File: config.mk
export PLATFORM = sky130hd
export DESIGN_NAME = fp_rename_top
export DESIGN_NICKNAME = d
export VERILOG_FILES = /design/src/verilog/rename_pkg.sv /design/src/verilog/fp_free_list.sv /design/src/verilog/fp_rename_table.sv /design/src/verilog/fp_rename_ctrl.sv /design/src/verilog/fp_rename_top.sv
export VERILOG_INCLUDE_DIRS = /design/src /design/src/verilog
export SDC_FILE = /design/constraint.sdc
export NUM_CORES = 2
export LEC_CHECK = 0
export BUFFER_PORTS_ARGS = -buffer_cell sky130_fd_sc_hd__buf_2
export CAP_MARGIN = 10
export CORE_ASPECT_RATIO = 2
export CORE_MARGIN = 5
export CORE_UTILIZATION = 45
export CTS_BUF_LIST = sky130_fd_sc_hd__clkbuf_4 sky130_fd_sc_hd__clkbuf_8 sky130_fd_sc_hd__clkbuf_16
export DETAILED_ROUTE_END_ITERATION = 6
export GPL_TIMING_DRIVEN = 0
export PLACE_DENSITY_LB_ADDON = 0.08
export RECOVER_POWER = 50
export SLEW_MARGIN = 40
export SYNTH_ARGS = -nofsm -noshare
export SYNTH_HDL_FRONTEND = slang
export SYNTH_SLANG_ARGS = --single-unit
File: constraint.sdc
create_clock -name clk_i -period 21.6 [get_ports clk_i]
set_input_delay 3.24 -clock clk_i [delete_from_list [all_inputs] [get_ports clk_i]]
set_output_delay 3.24 -clock clk_i [all_outputs]
set_load 0.01 [all_outputs]
File: src/verilog/rename_settings.svh
`ifndef RENAME_SETTINGS_SVH
`define RENAME_SETTINGS_SVH

// Sizes of the FP rename stage, fixed by the core

// Physical FP register file
`define NUM_PHYSICAL_FREGISTERS 64

// Architectural FP registers f0..f31
`define NUM_ISA_REGISTERS 32

// Checkpoint slots of the free list and map table
// One slot is always the working copy, so at most 3 are live
`define NUM_CHECKPOINTS 4

// Free ring depth follows from the two register counts

`endif

File: src/verilog/rename_pkg.sv
`include "rename_settings.svh"

package rename_pkg;

    // Register and label indices
    typedef logic [$clog2(`NUM_PHYSICAL_FREGISTERS)-1:0] phfreg_t; // Physical FP reg
    typedef logic [$clog2(`NUM_ISA_REGISTERS)-1:0]       areg_t;   // Architectural FP reg
    typedef logic [$clog2(`NUM_CHECKPOINTS)-1:0]         checkpoint_ptr; // Checkpoint label

    // Branch unit verdict on a checkpointed branch
    typedef enum logic [1:0] {
        RES_NONE       = 2'b00, // Nothing resolved this cycle
        RES_CORRECT    = 2'b01, // Oldest checkpoint can be released
        RES_MISPREDICT = 2'b10  // Restore the labelled checkpoint
    } resolve_op_e;

    // Front end request, one instruction per cycle
    typedef struct packed {
        logic  valid;
        areg_t src1;
        areg_t src2;
        areg_t dst;
        logic  dst_valid; // Instruction writes an FP register
        logic  is_branch; // Take a checkpoint
    } rename_req_t;

    // Renamed operands back to the front end
    typedef struct packed {
        phfreg_t       psrc1;
        phfreg_t       psrc2;
        phfreg_t       pdst;       // Newly allocated destination
        phfreg_t       old_pdst;   // Previous mapping of dst, freed at commit
        checkpoint_ptr checkpoint; // Label to quote on resolve
    } rename_resp_t;

    typedef struct packed {
        resolve_op_e   op;
        checkpoint_ptr label;
    } resolve_t;

    // Reorder buffer commit of one FP destination
    typedef struct packed {
        logic    valid;
        logic    exception; // Flush everything speculative
        areg_t   areg;
        phfreg_t pdst;
        phfreg_t old_pdst;
    } commit_t;

endpackage

File: src/verilog/fp_free_list.sv
`timescale 1ns/1ps
`include "rename_settings.svh"

module fp_free_list import rename_pkg::*; (
    input  logic          clk_i,
    input  logic          rstn_i,
    input  logic          read_head_i,          // Pop one free register
    input  logic          add_free_register_i,  // Push a committed old_pdst
    input  phfreg_t       free_register_i,
    input  logic          do_checkpoint_i,      // Snapshot head and count
    input  logic          do_recover_i,         // Switch back to a snapshot
    input  logic          delete_checkpoint_i,  // Oldest snapshot released
    input  checkpoint_ptr recover_checkpoint_i,
    input  logic          commit_roll_back_i,   // Exception, all in-flight regs return
    output phfreg_t       new_register_o,
    output checkpoint_ptr checkpoint_o,         // Working version, label of a branch now
    output logic          out_of_checkpoints_o,
    output logic          empty_o
);

    localparam int NUM_ENTRIES = `NUM_PHYSICAL_FREGISTERS - `NUM_ISA_REGISTERS; // Ring depth
    localparam int PTR_W       = $clog2(NUM_ENTRIES);

    typedef logic [PTR_W-1:0]                  ring_ptr_t;
    typedef logic [PTR_W:0]                    ring_cnt_t; // One bit wider, holds a full ring
    typedef logic [$clog2(`NUM_CHECKPOINTS):0] ckpt_cnt_t;

    phfreg_t       ring [0:NUM_ENTRIES-1];          // Free register storage
    ring_ptr_t     head [0:`NUM_CHECKPOINTS-1];     // Head per version
    ring_cnt_t     num_free [0:`NUM_CHECKPOINTS-1]; // Free count per version
    ring_ptr_t     tail;                            // Shared by all versions
    checkpoint_ptr version_head;                    // Working version
    checkpoint_ptr version_tail;                    // Oldest live snapshot
    checkpoint_ptr next_version;
    ckpt_cnt_t     num_checkpoints;                 // Live snapshots

    logic write_en;
    logic read_en;
    logic ckpt_en;

    assign next_version = version_head + 1'b1;

    // Rollback discards pushes, recover and rollback discard pops and snapshots
    assign write_en = add_free_register_i & ~commit_roll_back_i;
    assign read_en  = read_head_i & ((num_free[version_head] != '0) | write_en)
                    & ~do_recover_i & ~commit_roll_back_i;
    assign ckpt_en  = do_checkpoint_i & (num_checkpoints < (`NUM_CHECKPOINTS - 1))
                    & ~do_recover_i & ~commit_roll_back_i;

    //////////////////////////////////////////////////////////////////////
    // Ring storage, preloaded with the registers not mapped at reset
    //////////////////////////////////////////////////////////////////////

    always_ff @(posedge clk_i or negedge rstn_i) begin
        if (!rstn_i) begin
            for (int i = 0; i < NUM_ENTRIES; i++) begin
                ring[i] <= phfreg_t'(i + `NUM_ISA_REGISTERS); // p32..p63
            end
        end else if (write_en) begin
            ring[tail] <= free_register_i;
        end
    end

    //////////////////////////////////////////////////////////////////////
    // Pointers, counts and versions
    //////////////////////////////////////////////////////////////////////

    always_ff @(posedge clk_i or negedge rstn_i) begin
        if (!rstn_i) begin
            for (int i = 0; i < `NUM_CHECKPOINTS; i++) begin
                head[i]     <= '0;
                num_free[i] <= ring_cnt_t'(NUM_ENTRIES);
            end
            tail            <= '0;
            version_head    <= '0;
            version_tail    <= '0;
            num_checkpoints <= '0;
        end else if (commit_roll_back_i) begin
            // Nothing speculative survives, whole ring is free again
            head[0]         <= tail;
            num_free[0]     <= ring_cnt_t'(NUM_ENTRIES);
            version_head    <= '0;
            version_tail    <= '0;
            num_checkpoints <= '0;
        end else begin
            tail         <= tail + write_en;
            version_tail <= version_tail + delete_checkpoint_i;

            // A freed register is free in every version
            for (int i = 0; i < `NUM_CHECKPOINTS; i++) begin
                num_free[i] <= num_free[i] + write_en;
            end

            if (do_recover_i) begin
                version_head    <= recover_checkpoint_i;
                // Snapshots older than the recovered one stay live
                num_checkpoints <= ckpt_cnt_t'(checkpoint_ptr'(recover_checkpoint_i
                                                              - version_tail));
            end else begin
                num_checkpoints        <= num_checkpoints + ckpt_en - delete_checkpoint_i;
                head[version_head]     <= head[version_head] + read_en;
                num_free[version_head] <= num_free[version_head] + write_en - read_en;

                if (ckpt_en) begin
                    // Current slot freezes, work carries on in the next one
                    version_head           <= next_version;
                    head[next_version]     <= head[version_head] + read_en;
                    num_free[next_version] <= num_free[version_head] + write_en - read_en;
                end
            end
        end
    end

    // Bypass the pushed register when the ring is drained
    assign new_register_o = ((num_free[version_head] == '0) & write_en) ? free_register_i
                                                                        : ring[head[version_head]];
    assign checkpoint_o         = version_head;
    assign empty_o              = (num_free[version_head] == '0) & ~write_en;
    assign out_of_checkpoints_o = (num_checkpoints == (`NUM_CHECKPOINTS - 1));

    //////////////////////////////////////////////////////////////////////
    // Checks on the controller's stall logic
    //////////////////////////////////////////////////////////////////////

    // Controller must stall a destination while nothing is free
    assert property (@(posedge clk_i) disable iff (!rstn_i) read_head_i |-> !empty_o);

    // Controller must stall a branch when all snapshots are live
    assert property (@(posedge clk_i) disable iff (!rstn_i)
                     do_checkpoint_i |-> !out_of_checkpoints_o);

endmodule

File: src/verilog/fp_rename_table.sv
`timescale 1ns/1ps
`include "rename_settings.svh"

module fp_rename_table import rename_pkg::*; (
    input  logic          clk_i,
    input  logic          rstn_i,
    input  areg_t         src1_i,
    input  areg_t         src2_i,
    input  areg_t         dst_i,
    input  logic          map_write_i,        // Accepted rename with destination
    input  phfreg_t       new_preg_i,
    input  logic          checkpoint_i,       // Accepted branch
    input  checkpoint_ptr checkpoint_label_i, // Slot the free list freezes
    input  logic          recover_i,          // Mispredict
    input  checkpoint_ptr recover_label_i,
    input  logic          roll_back_i,        // Excepting commit
    input  logic          commit_write_i,
    input  areg_t         commit_areg_i,
    input  phfreg_t       commit_preg_i,
    output phfreg_t       psrc1_o,
    output phfreg_t       psrc2_o,
    output phfreg_t       old_pdst_o
);

    // Whole map as one vector so copies are single assignments
    typedef phfreg_t [`NUM_ISA_REGISTERS-1:0] map_t;

    map_t spec_map;                          // Speculative map
    map_t next_map;                          // Spec map after this cycle's write
    map_t commit_map;                        // Architectural state
    map_t commit_next;                       // Committed map after this cycle's commit
    map_t ckpt_map [0:`NUM_CHECKPOINTS-1];   // Snapshots per label

    //////////////////////////////////////////////////////////////////////
    // Lookups, old mapping for a same-cycle write
    //////////////////////////////////////////////////////////////////////

    assign psrc1_o    = spec_map[src1_i];
    assign psrc2_o    = spec_map[src2_i];
    assign old_pdst_o = spec_map[dst_i];  // Returned to the free list at commit

    always_comb begin
        next_map = spec_map;
        if (map_write_i) begin
            next_map[dst_i] = new_preg_i;
        end
    end

    // Commit write merged so a rollback sees it in the same edge
    always_comb begin
        commit_next = commit_map;
        if (commit_write_i) begin
            commit_next[commit_areg_i] = commit_preg_i;
        end
    end

    //////////////////////////////////////////////////////////////////////
    // Speculative and committed maps
    //////////////////////////////////////////////////////////////////////

    always_ff @(posedge clk_i or negedge rstn_i) begin
        if (!rstn_i) begin
            for (int i = 0; i < `NUM_ISA_REGISTERS; i++) begin
                spec_map[i]   <= phfreg_t'(i); // fN -> pN
                commit_map[i] <= phfreg_t'(i);
            end
        end else begin
            commit_map <= commit_next;
            if (roll_back_i) begin           // Exception wins over a mispredict
                spec_map <= commit_next;
            end else if (recover_i) begin
                spec_map <= ckpt_map[recover_label_i];
            end else begin
                spec_map <= next_map;
            end
        end
    end

    // Snapshot holds the map including the branch's own write
    always_ff @(posedge clk_i) begin
        if (checkpoint_i) begin
            ckpt_map[checkpoint_label_i] <= next_map;
        end
    end

    // A recover never lands in the same edge as a new snapshot
    assert property (@(posedge clk_i) disable iff (!rstn_i)
                     recover_i |-> !checkpoint_i && !map_write_i);

endmodule

File: src/verilog/fp_rename_ctrl.sv
`timescale 1ns/1ps

module fp_rename_ctrl import rename_pkg::*; (
    input  rename_req_t rename_i,
    input  resolve_t    resolve_i,
    input  commit_t     commit_i,
    input  logic        empty_i,
    input  logic        out_of_checkpoints_i,
    // Free list strobes
    output logic        read_head_o,
    output logic        do_checkpoint_o,
    output logic        do_recover_o,
    output logic        delete_checkpoint_o,
    output logic        add_free_register_o,
    output logic        commit_roll_back_o,
    // Map table strobes
    output logic        map_write_o,
    output logic        checkpoint_o,
    output logic        recover_o,
    output logic        roll_back_o,
    output logic        stall_o               // Front end holds its request
);

    logic mispredict;
    logic rollback;
    logic accept;

    assign mispredict = (resolve_i.op == RES_MISPREDICT);
    assign rollback   = commit_i.valid & commit_i.exception;

    // No free register, no free snapshot, or a flush in progress
    assign stall_o = (rename_i.valid & rename_i.dst_valid & empty_i)
                   | (rename_i.valid & rename_i.is_branch & out_of_checkpoints_i)
                   | mispredict | rollback;

    assign accept = rename_i.valid & ~stall_o;

    assign read_head_o         = accept & rename_i.dst_valid;
    assign map_write_o         = accept & rename_i.dst_valid;
    assign do_checkpoint_o     = accept & rename_i.is_branch;
    assign checkpoint_o        = accept & rename_i.is_branch;
    assign do_recover_o        = mispredict;
    assign recover_o           = mispredict;
    assign delete_checkpoint_o = (resolve_i.op == RES_CORRECT); // Oldest one, in order
    assign add_free_register_o = commit_i.valid & ~commit_i.exception; // Recycle old_pdst
    assign commit_roll_back_o  = rollback;
    assign roll_back_o         = rollback;

endmodule

File: src/verilog/fp_rename_top.sv
`timescale 1ns/1ps

module fp_rename_top import rename_pkg::*; (
    input  logic         clk_i,
    input  logic         rstn_i,
    input  rename_req_t  rename_i,   // From the front end
    input  resolve_t     resolve_i,  // From the branch unit
    input  commit_t      commit_i,   // From the reorder buffer
    output rename_resp_t rename_o,
    output logic         stall_o
);

    // Controller strobes
    logic read_head, do_checkpoint, do_recover, delete_checkpoint;
    logic add_free_register, commit_roll_back;
    logic map_write, checkpoint, recover, roll_back;

    // Free list status and data
    logic          empty, out_of_checkpoints;
    phfreg_t       new_register;
    checkpoint_ptr ckpt_label;   // Working version, label of a branch this cycle

    // Map lookups
    phfreg_t psrc1, psrc2, old_pdst;

    fp_rename_ctrl i_fp_rename_ctrl (
        .rename_i             (rename_i),
        .resolve_i            (resolve_i),
        .commit_i             (commit_i),
        .empty_i              (empty),
        .out_of_checkpoints_i (out_of_checkpoints),
        .read_head_o          (read_head),
        .do_checkpoint_o      (do_checkpoint),
        .do_recover_o         (do_recover),
        .delete_checkpoint_o  (delete_checkpoint),
        .add_free_register_o  (add_free_register),
        .commit_roll_back_o   (commit_roll_back),
        .map_write_o          (map_write),
        .checkpoint_o         (checkpoint),
        .recover_o            (recover),
        .roll_back_o          (roll_back),
        .stall_o              (stall_o)
    );

    fp_free_list i_fp_free_list (
        .clk_i                (clk_i),
        .rstn_i               (rstn_i),
        .read_head_i          (read_head),
        .add_free_register_i  (add_free_register),
        .free_register_i      (commit_i.old_pdst),
        .do_checkpoint_i      (do_checkpoint),
        .do_recover_i         (do_recover),
        .delete_checkpoint_i  (delete_checkpoint),
        .recover_checkpoint_i (resolve_i.label),
        .commit_roll_back_i   (commit_roll_back),
        .new_register_o       (new_register),
        .checkpoint_o         (ckpt_label),
        .out_of_checkpoints_o (out_of_checkpoints),
        .empty_o              (empty)
    );

    fp_rename_table i_fp_rename_table (
        .clk_i              (clk_i),
        .rstn_i             (rstn_i),
        .src1_i             (rename_i.src1),
        .src2_i             (rename_i.src2),
        .dst_i              (rename_i.dst),
        .map_write_i        (map_write),
        .new_preg_i         (new_register),
        .checkpoint_i       (checkpoint),
        .checkpoint_label_i (ckpt_label),         // Same slot the free list freezes
        .recover_i          (recover),
        .recover_label_i    (resolve_i.label),
        .roll_back_i        (roll_back),
        .commit_write_i     (add_free_register),  // Normal commit updates the committed map
        .commit_areg_i      (commit_i.areg),
        .commit_preg_i      (commit_i.pdst),
        .psrc1_o            (psrc1),
        .psrc2_o            (psrc2),
        .old_pdst_o         (old_pdst)
    );

    // Response, all combinational in the request cycle
    assign rename_o.psrc1      = psrc1;
    assign rename_o.psrc2      = psrc2;
    assign rename_o.pdst       = new_register;
    assign rename_o.old_pdst   = old_pdst;
    assign rename_o.checkpoint = ckpt_label;

endmodule

**After elaboration in Yosys (flattened, before gate mapping)**

Memory sizes are Yosys's and may differ from the RTL's.
Cells that the tools add are included.

- Bits in read-only memories: 0
- Word-level logic and storage cells: 235
- Output and inout bits: 27
- Memories kept: 1
- Latch bits: 0
- Bits in writable memories: 768
- Register bits after elaboration: 632
- Input bits: 43

- Multiply operators: 0
- Add/subtract/negate cells: 13
- Magnitude comparators: 14
- Equal/unequal tests: 4
- Shift-type cells: 0
- Bitwise logic cells: 31
- Mux-type cells: 55
- Reduce and logical (&&, ||, !) cells: 9
- Divide/modulo/power cells: 0

Memory list:

| name | words | width | read ports | clocked after memory_dff | write ports | line | text |
|---|---|---|---|---|---|---|---|
| i_fp_rename_table.ckpt_map | 4 | 192 | 1 | 0 | 1 | fp_rename_table.sv:32 | `` map_t ckpt_map [0:`NUM_CHECKPOINTS-1]; `` |

Operator list:

| kind | count |
|---|---|
| 192-bit 2-to-1 mux | 4 |
| 192-bit bitwise mux | 3 |
| 6-bit binary-select mux with 5-bit select | 4 |
| 6-bit demux with 5-bit select | 3 |
| 6-bit 2-to-1 mux | 14 |
| 24-bit bitwise mux | 2 |
| 24-bit 2-to-1 mux | 2 |
| 20-bit bitwise mux | 2 |
| 20-bit 2-to-1 mux | 2 |
| 6-bit by 1-bit adder with 6-bit output | 5 |
| 5-bit 2-to-1 mux | 5 |
| 6-bit demux with 2-bit select | 2 |
| 5-bit by 6-bit less-than comparator with 1-bit output, second input constant | 4 |
| 5-bit demux with 2-bit select | 2 |
| 1-bit bitwise AND | 18 |
| 6-bit binary-select mux with 2-bit select | 1 |
| 6-bit >= comparator, second input constant | 2 |
| 5-bit inverter with 6-bit output | 2 |
| 5-bit by 1-bit adder with 5-bit output | 2 |
| 5-bit binary-select mux with 2-bit select | 1 |
| 5-bit by 1-bit >= comparator with 1-bit output, second input constant | 2 |
| 2-bit 2-to-1 mux | 4 |
| 3-bit >= comparator, second input constant | 2 |
| 6-bit zero test | 1 |
| other kinds (22) | 37 |

**Logic depth before layout (Yosys ltp)**

- Depth after elaboration: 22
- Gate-level depth with buffers: 19
- Mapped depth without buffers: 17

**Modules after synthesis**

Synthesis repeated with hierarchy kept, for this count alone.

- Cells, all modules: 4342
- Area total of the unflattened synthesis: 64808.4 µm²

By module, submodules not included:

| module | cells an instance | area an instance (µm²) | seq. area each (µm²) | instances |
|---|---|---|---|---|
| fp_rename_table | 3364 | 52054.9 | 32871.5 | 1 |
| fp_free_list | 960 | 12598.3 | 6351.1 | 1 |
| fp_rename_ctrl | 18 | 155.1 | 0.0 | 1 |

**Worst setup path before layout**

OpenSTA, ideal clock, no wires.

- Path kind: in2reg
- Start: in commit_i[18] in the netlist's numbering
- End: mem i_fp_rename_table.ckpt_map[0][0] in the netlist's numbering, enable pin
- Cell stages on the path: 5
- Library setup time: 576 ps
- Required time: 21024 ps
- Arrival: 8733 ps
- Path buffers: 1
- Setup slack: 12291 ps
- Path through: and2_1 > clkbuf_1 > or4_1 > a21oi_1 > and2_1

- Longest elaborated chain between the ends: 14
- Elaborated cells on any way between the ends: 15
- Those cells by class: mux (2); bitwise (13)

Ends and longest elaborated chain:

| what | line | text |
|---|---|---|
| from (decl) | fp_rename_top.sv:8 | `input commit_t commit_i,` |
| 1-bit bitwise AND | fp_rename_ctrl.sv:29 | `assign rollback = commit_i.valid & commit_i.exception;` |
| 1-bit inverter (no source line) | n/a |  |
| 1-bit bitwise AND | fp_free_list.sv:44 | `assign write_en = add_free_register_i & ~commit_roll_back_i;` |
| 1-bit inverter | fp_free_list.sv:118 | `assign empty_o = (num_free[version_head] == '0) & ~write_en;` |
| 1-bit bitwise AND | fp_free_list.sv:118 |  |
| 1-bit bitwise AND | fp_rename_ctrl.sv:32 | `assign stall_o = (rename_i.valid & rename_i.dst_valid & empty_i)` |
| 1-bit bitwise OR | fp_rename_ctrl.sv:33 | `\| (rename_i.valid & rename_i.is_branch & out_of_checkpoints_i)` |
| 1-bit bitwise OR | fp_rename_ctrl.sv:34 | `\| mispredict \| rollback;` |
| 1-bit bitwise OR (*) | fp_rename_ctrl.sv:34 |  |
| 1-bit inverter (*) | fp_rename_ctrl.sv:36 | `assign accept = rename_i.valid & ~stall_o;` |
| 1-bit bitwise AND (*) | fp_rename_ctrl.sv:36 |  |
| 1-bit bitwise AND (*) | fp_rename_ctrl.sv:41 | `assign checkpoint_o = accept & rename_i.is_branch;` |
| 1-bit 2-to-1 mux (*) | fp_rename_table.sv:81 | `if (checkpoint_i) begin` |
| 1-bit 2-to-1 mux (implied by the code) (*) | fp_rename_table.sv:82 | `ckpt_map[checkpoint_label_i] <= next_map;` |
| to (decl) | fp_rename_table.sv:32 |  |

Mark *: on every way between the ends. The rest lies on a longest branch, timed or not.

==> results.yml <==
run_status:
  status: "finished with violations"
  violations: "max-capacitance violations, max-slew violations"
run:
  maxCapViolCount: 23
worst_setup_path:
  r2r_end: "i_fp_rename_table.ckpt_map[2][96]$_DFFE_PP_"
  startpoint: "rstn_i"
  crit_type: "input pin to async pin"
  critPathBufInv: 3
  r2r-start: "i_fp_free_list.checkpoint_o[0]$_DFFE_PN0P_"
  critPathLaunchType: "input pin"
  slowest_delay_ps: 3960
  worstPathMaxFanout: 99
  r2r_cells: 12
  crit_path_end: "i_fp_free_list.num_free[16]$_DFFE_PN0N_"
  crit_family: "buffers and inverters"
  worstPathArrival_ps: 13150
  critPathMostFrequentCell: "clkbuf_1"
  r2r_slack_ps: 13840
  crit_cells: 3
  path_cells: "clkbuf_1 -> clkbuf_1 -> clkbuf_1"
  crit_slowest_cell: "clkbuf_1"
  cp_data_required_time_ps: 21380
  endpoint_kind: "async pin"
die:
  ios: 70
  row_count: 196
  die_x_microns: 278
  initial_core_util_pct: 45.2
  die-area_sq_mm: 0.151
  core-area_sq_mm: 0.142
  die_y_microns: 545
synthesis:
  synth_top_area_cell: "edfxtp_1"
  synth_area_per_cell_sq_um: 14.6
  synthCells: 4400
  yosys_warnings: 0
  netlist_top_cells_area: "edfxtp_1 (36%), mux4_2 (14%), dfrtp_1 (14%), dfstp_2 (11%), mux2_2 (7.1%)"
  synthMostInstantiatedCell: "edfxtp_1"
  netlist_top_cells_count: "edfxtp_1 (768), nand2_1 (438), mux2_2 (404)"
  ys_seq_area_share_pct: 60.8
  yosysTopAreaCellShare_pct: 35.8
  synth_edf_count: 768
  synth_nets: 4472
  synth_ff_type: "edfxtp_1"
  synth_area_sq_mm: 0.0645
  synth-seq-cells: 1400
  ys_types: 78
  async_reset_ff_share_pct: 45.1
sta:
  hold_viol_final: 0
  fin_crit_sh_pct: 61.9
  relSlewSlack_pct: -267
  max_freq_ghz: 0.0748
  layout_min_cycle_time_ps: 13370
  tightest_slew_ps: 5500
  fin_setup_tns_ps: 0
  rsz0062_at_grt: "no"
  finClkSkew_ps: 44.4
  setup_viol: 0
  setup_ws_ps: 8230
  finalMaxSlewViolations: 875
grt:
  grt_pass1_vias: 44724
  gr-total-overflow: 0
  grt_max_degree: 100
  grt_pass1_wl_microns: 355000
  antenna_found_initial: 18
  grtUsageTotal_pct: 33.4
routing:
  routed_wl_microns: 257000
  drtIter0Drc: 4263
  avgViaCountPerCell: 6.53
  remaining_drc_errors: 0
  wire_per_inst_microns: 38.6
  dr_total_vias: 43523
  drtAntennaViolNets: 0
  first_pass_iters: 6
pwr:
  combPwrFrac_pct: 30.2
  sequentialPowerShare_pct: 40.4
  p_sw_mw: 3.06
  p_leak_nw: 26.9
  ir_worst_vdd_mv: 0.0904
  swShare_pct: 36.2
  pwr-share-clk_pct: 29.3
  powerDensity_mw_per_mm2: 116
  internal-power_mw: 5.38
clock_network:
  ctsResizeCount: 0
  cts_sinks: 1400
  holdBufCountCts: 0
  ctsLongestPathBuffers: 4
  cts_buffers: 140
  cts_setup_buffers: 0
  cts.clk_slew.worst_paths_ps: 60
  cts-root-buf: "clkbuf_16"
  clk_latency_ps: 800
  h-tree-depth: 4
  tritoncts: "yes"
layout:
  areaGrowthSynthToFinish_pct: 13.0
  layout.nets: 4745
  final_layout_size_suffix_gt1_share_pct: 31.0
  stdcell_count: 6670
placed_design:
  dp_hpwl_microns: 197000
  placed_cells: 6412
  place_congestion: 1.02
  port_buffers: 61
  place_ws_ps: 11900
worst_hold_path:
  hold_path.class: "flip-flop to flip-flop"
  worstHoldStart: "i_fp_rename_table.commit_map[156]$_DFF_PN0_"
[metrics by stage]
stage / instance area [sq um] / hold WS (ps) / utilization [%] / power (mW)
6_report: 72800 / 483 / 51.1 / 8.44
5_1_grt: 72800 / 502 / 51.1 / 8.63
4_1_cts: 73300 / 490 / 51.5 / 8.44
3_5_place_dp: 68800 / 474 / 48.3 / 5.97
3_3_place_gp: 67100 / 465 / 47.1 / 5.88
2_1_floorplan: 64500 / 453 / - / 4.67
[cells in the final DEF (no fill, tap or decap), drive strengths merged, types with 70 or more instances in the layout]
cell type | Yosys | final
edfxtp | 768 | 768
a21oi | 138 | 138
buf | 72 | 173
mux4 | 397 | 397
a211oi | 72 | 72
nor2 | 241 | 241
dfstp | 276 | 276
nand2 | 460 | 460
dfrtp | 356 | 356
o21ai | 248 | 248
nor3 | 80 | 80
clkbuf | 252 | 476
nand3 | 97 | 97
o22ai | 70 | 70
mux2 | 406 | 406
[layout make-up]
cell class	instances	area, sq um
clock inverters	51	478
flip-flops and latches	1400	39200
well taps	1881	2350
repair buffers	131	1160
clock buffers	194	4050
multi-input cells	2651	24000
diodes	13	32.5
fillers	12149	69600
plain buffers	324	1470
inverters	25	95.1
[flip-flops by register name, indices dropped and copies added, names as in the netlist]
name / count
i_fp_free_list.checkpoint_o: 2
i_fp_free_list.head: 20
i_fp_free_list.num_checkpoints: 3
i_fp_free_list.num_free: 24
i_fp_free_list.ring: 192
i_fp_free_list.tail: 5
i_fp_free_list.version_tail: 2
i_fp_rename_table.ckpt_map: 768
i_fp_rename_table.commit_map: 192
i_fp_rename_table.spec_map: 192
[routing by layer]
metal,wire [microns],up-vias,track usage (%)
li1,-,17597,-
met1,82100,22710,35.2
met2,130000,2271,57.9
met3,16600,931,5.53
met4,28400,14,27.9
met5,92,-,0
[how the worst min path moves through the flow]
stage | slack (ps) | end | depth (start not counted)
2_1_floorplan | 450 | i_fp_free_list.head[11]$_DFFE_PN0P_ | 1
3_3_place_gp | 470 | i_fp_free_list.head[11]$_DFFE_PN0P_ | 1
3_5_place_dp | 470 | i_fp_free_list.head[14]$_DFFE_PN0P_ | 1
4_1_cts | 490 | i_fp_free_list.head[14]$_DFFE_PN0P_ | 1
5_1_grt | 500 | i_fp_free_list.head[14]$_DFFE_PN0P_ | 1
6_report | 480 | i_fp_rename_table.commit_map[156]$_DFF_PN0_ | 1
[kinds of logic after synthesis]
family | share of synthesized area [%]
DFF | 60.8
and+or+nand+nor | 6.73
muxes | 21.8
AOI/OAI and AO/OA | 7.39
buffers and inverters | 2.21
xor gates and xnor gates | 0.394
adders and majority gates | 0.586
[power by group through the flow]
| stage | clock network, mW | registers, mW | logic [mW] |
|---|---|---|---|
| floorplan | 0 | 3.38 | 1.29 |
| global placement | 0 | 3.47 | 2.41 |
| detailed placement | 0 | 3.46 | 2.52 |
| CTS | 2.51 | 3.40 | 2.52 |
| global route | 2.61 | 3.44 | 2.59 |
| finish | 2.48 | 3.41 | 2.55 |
Power figures use the tool's default switching activity.
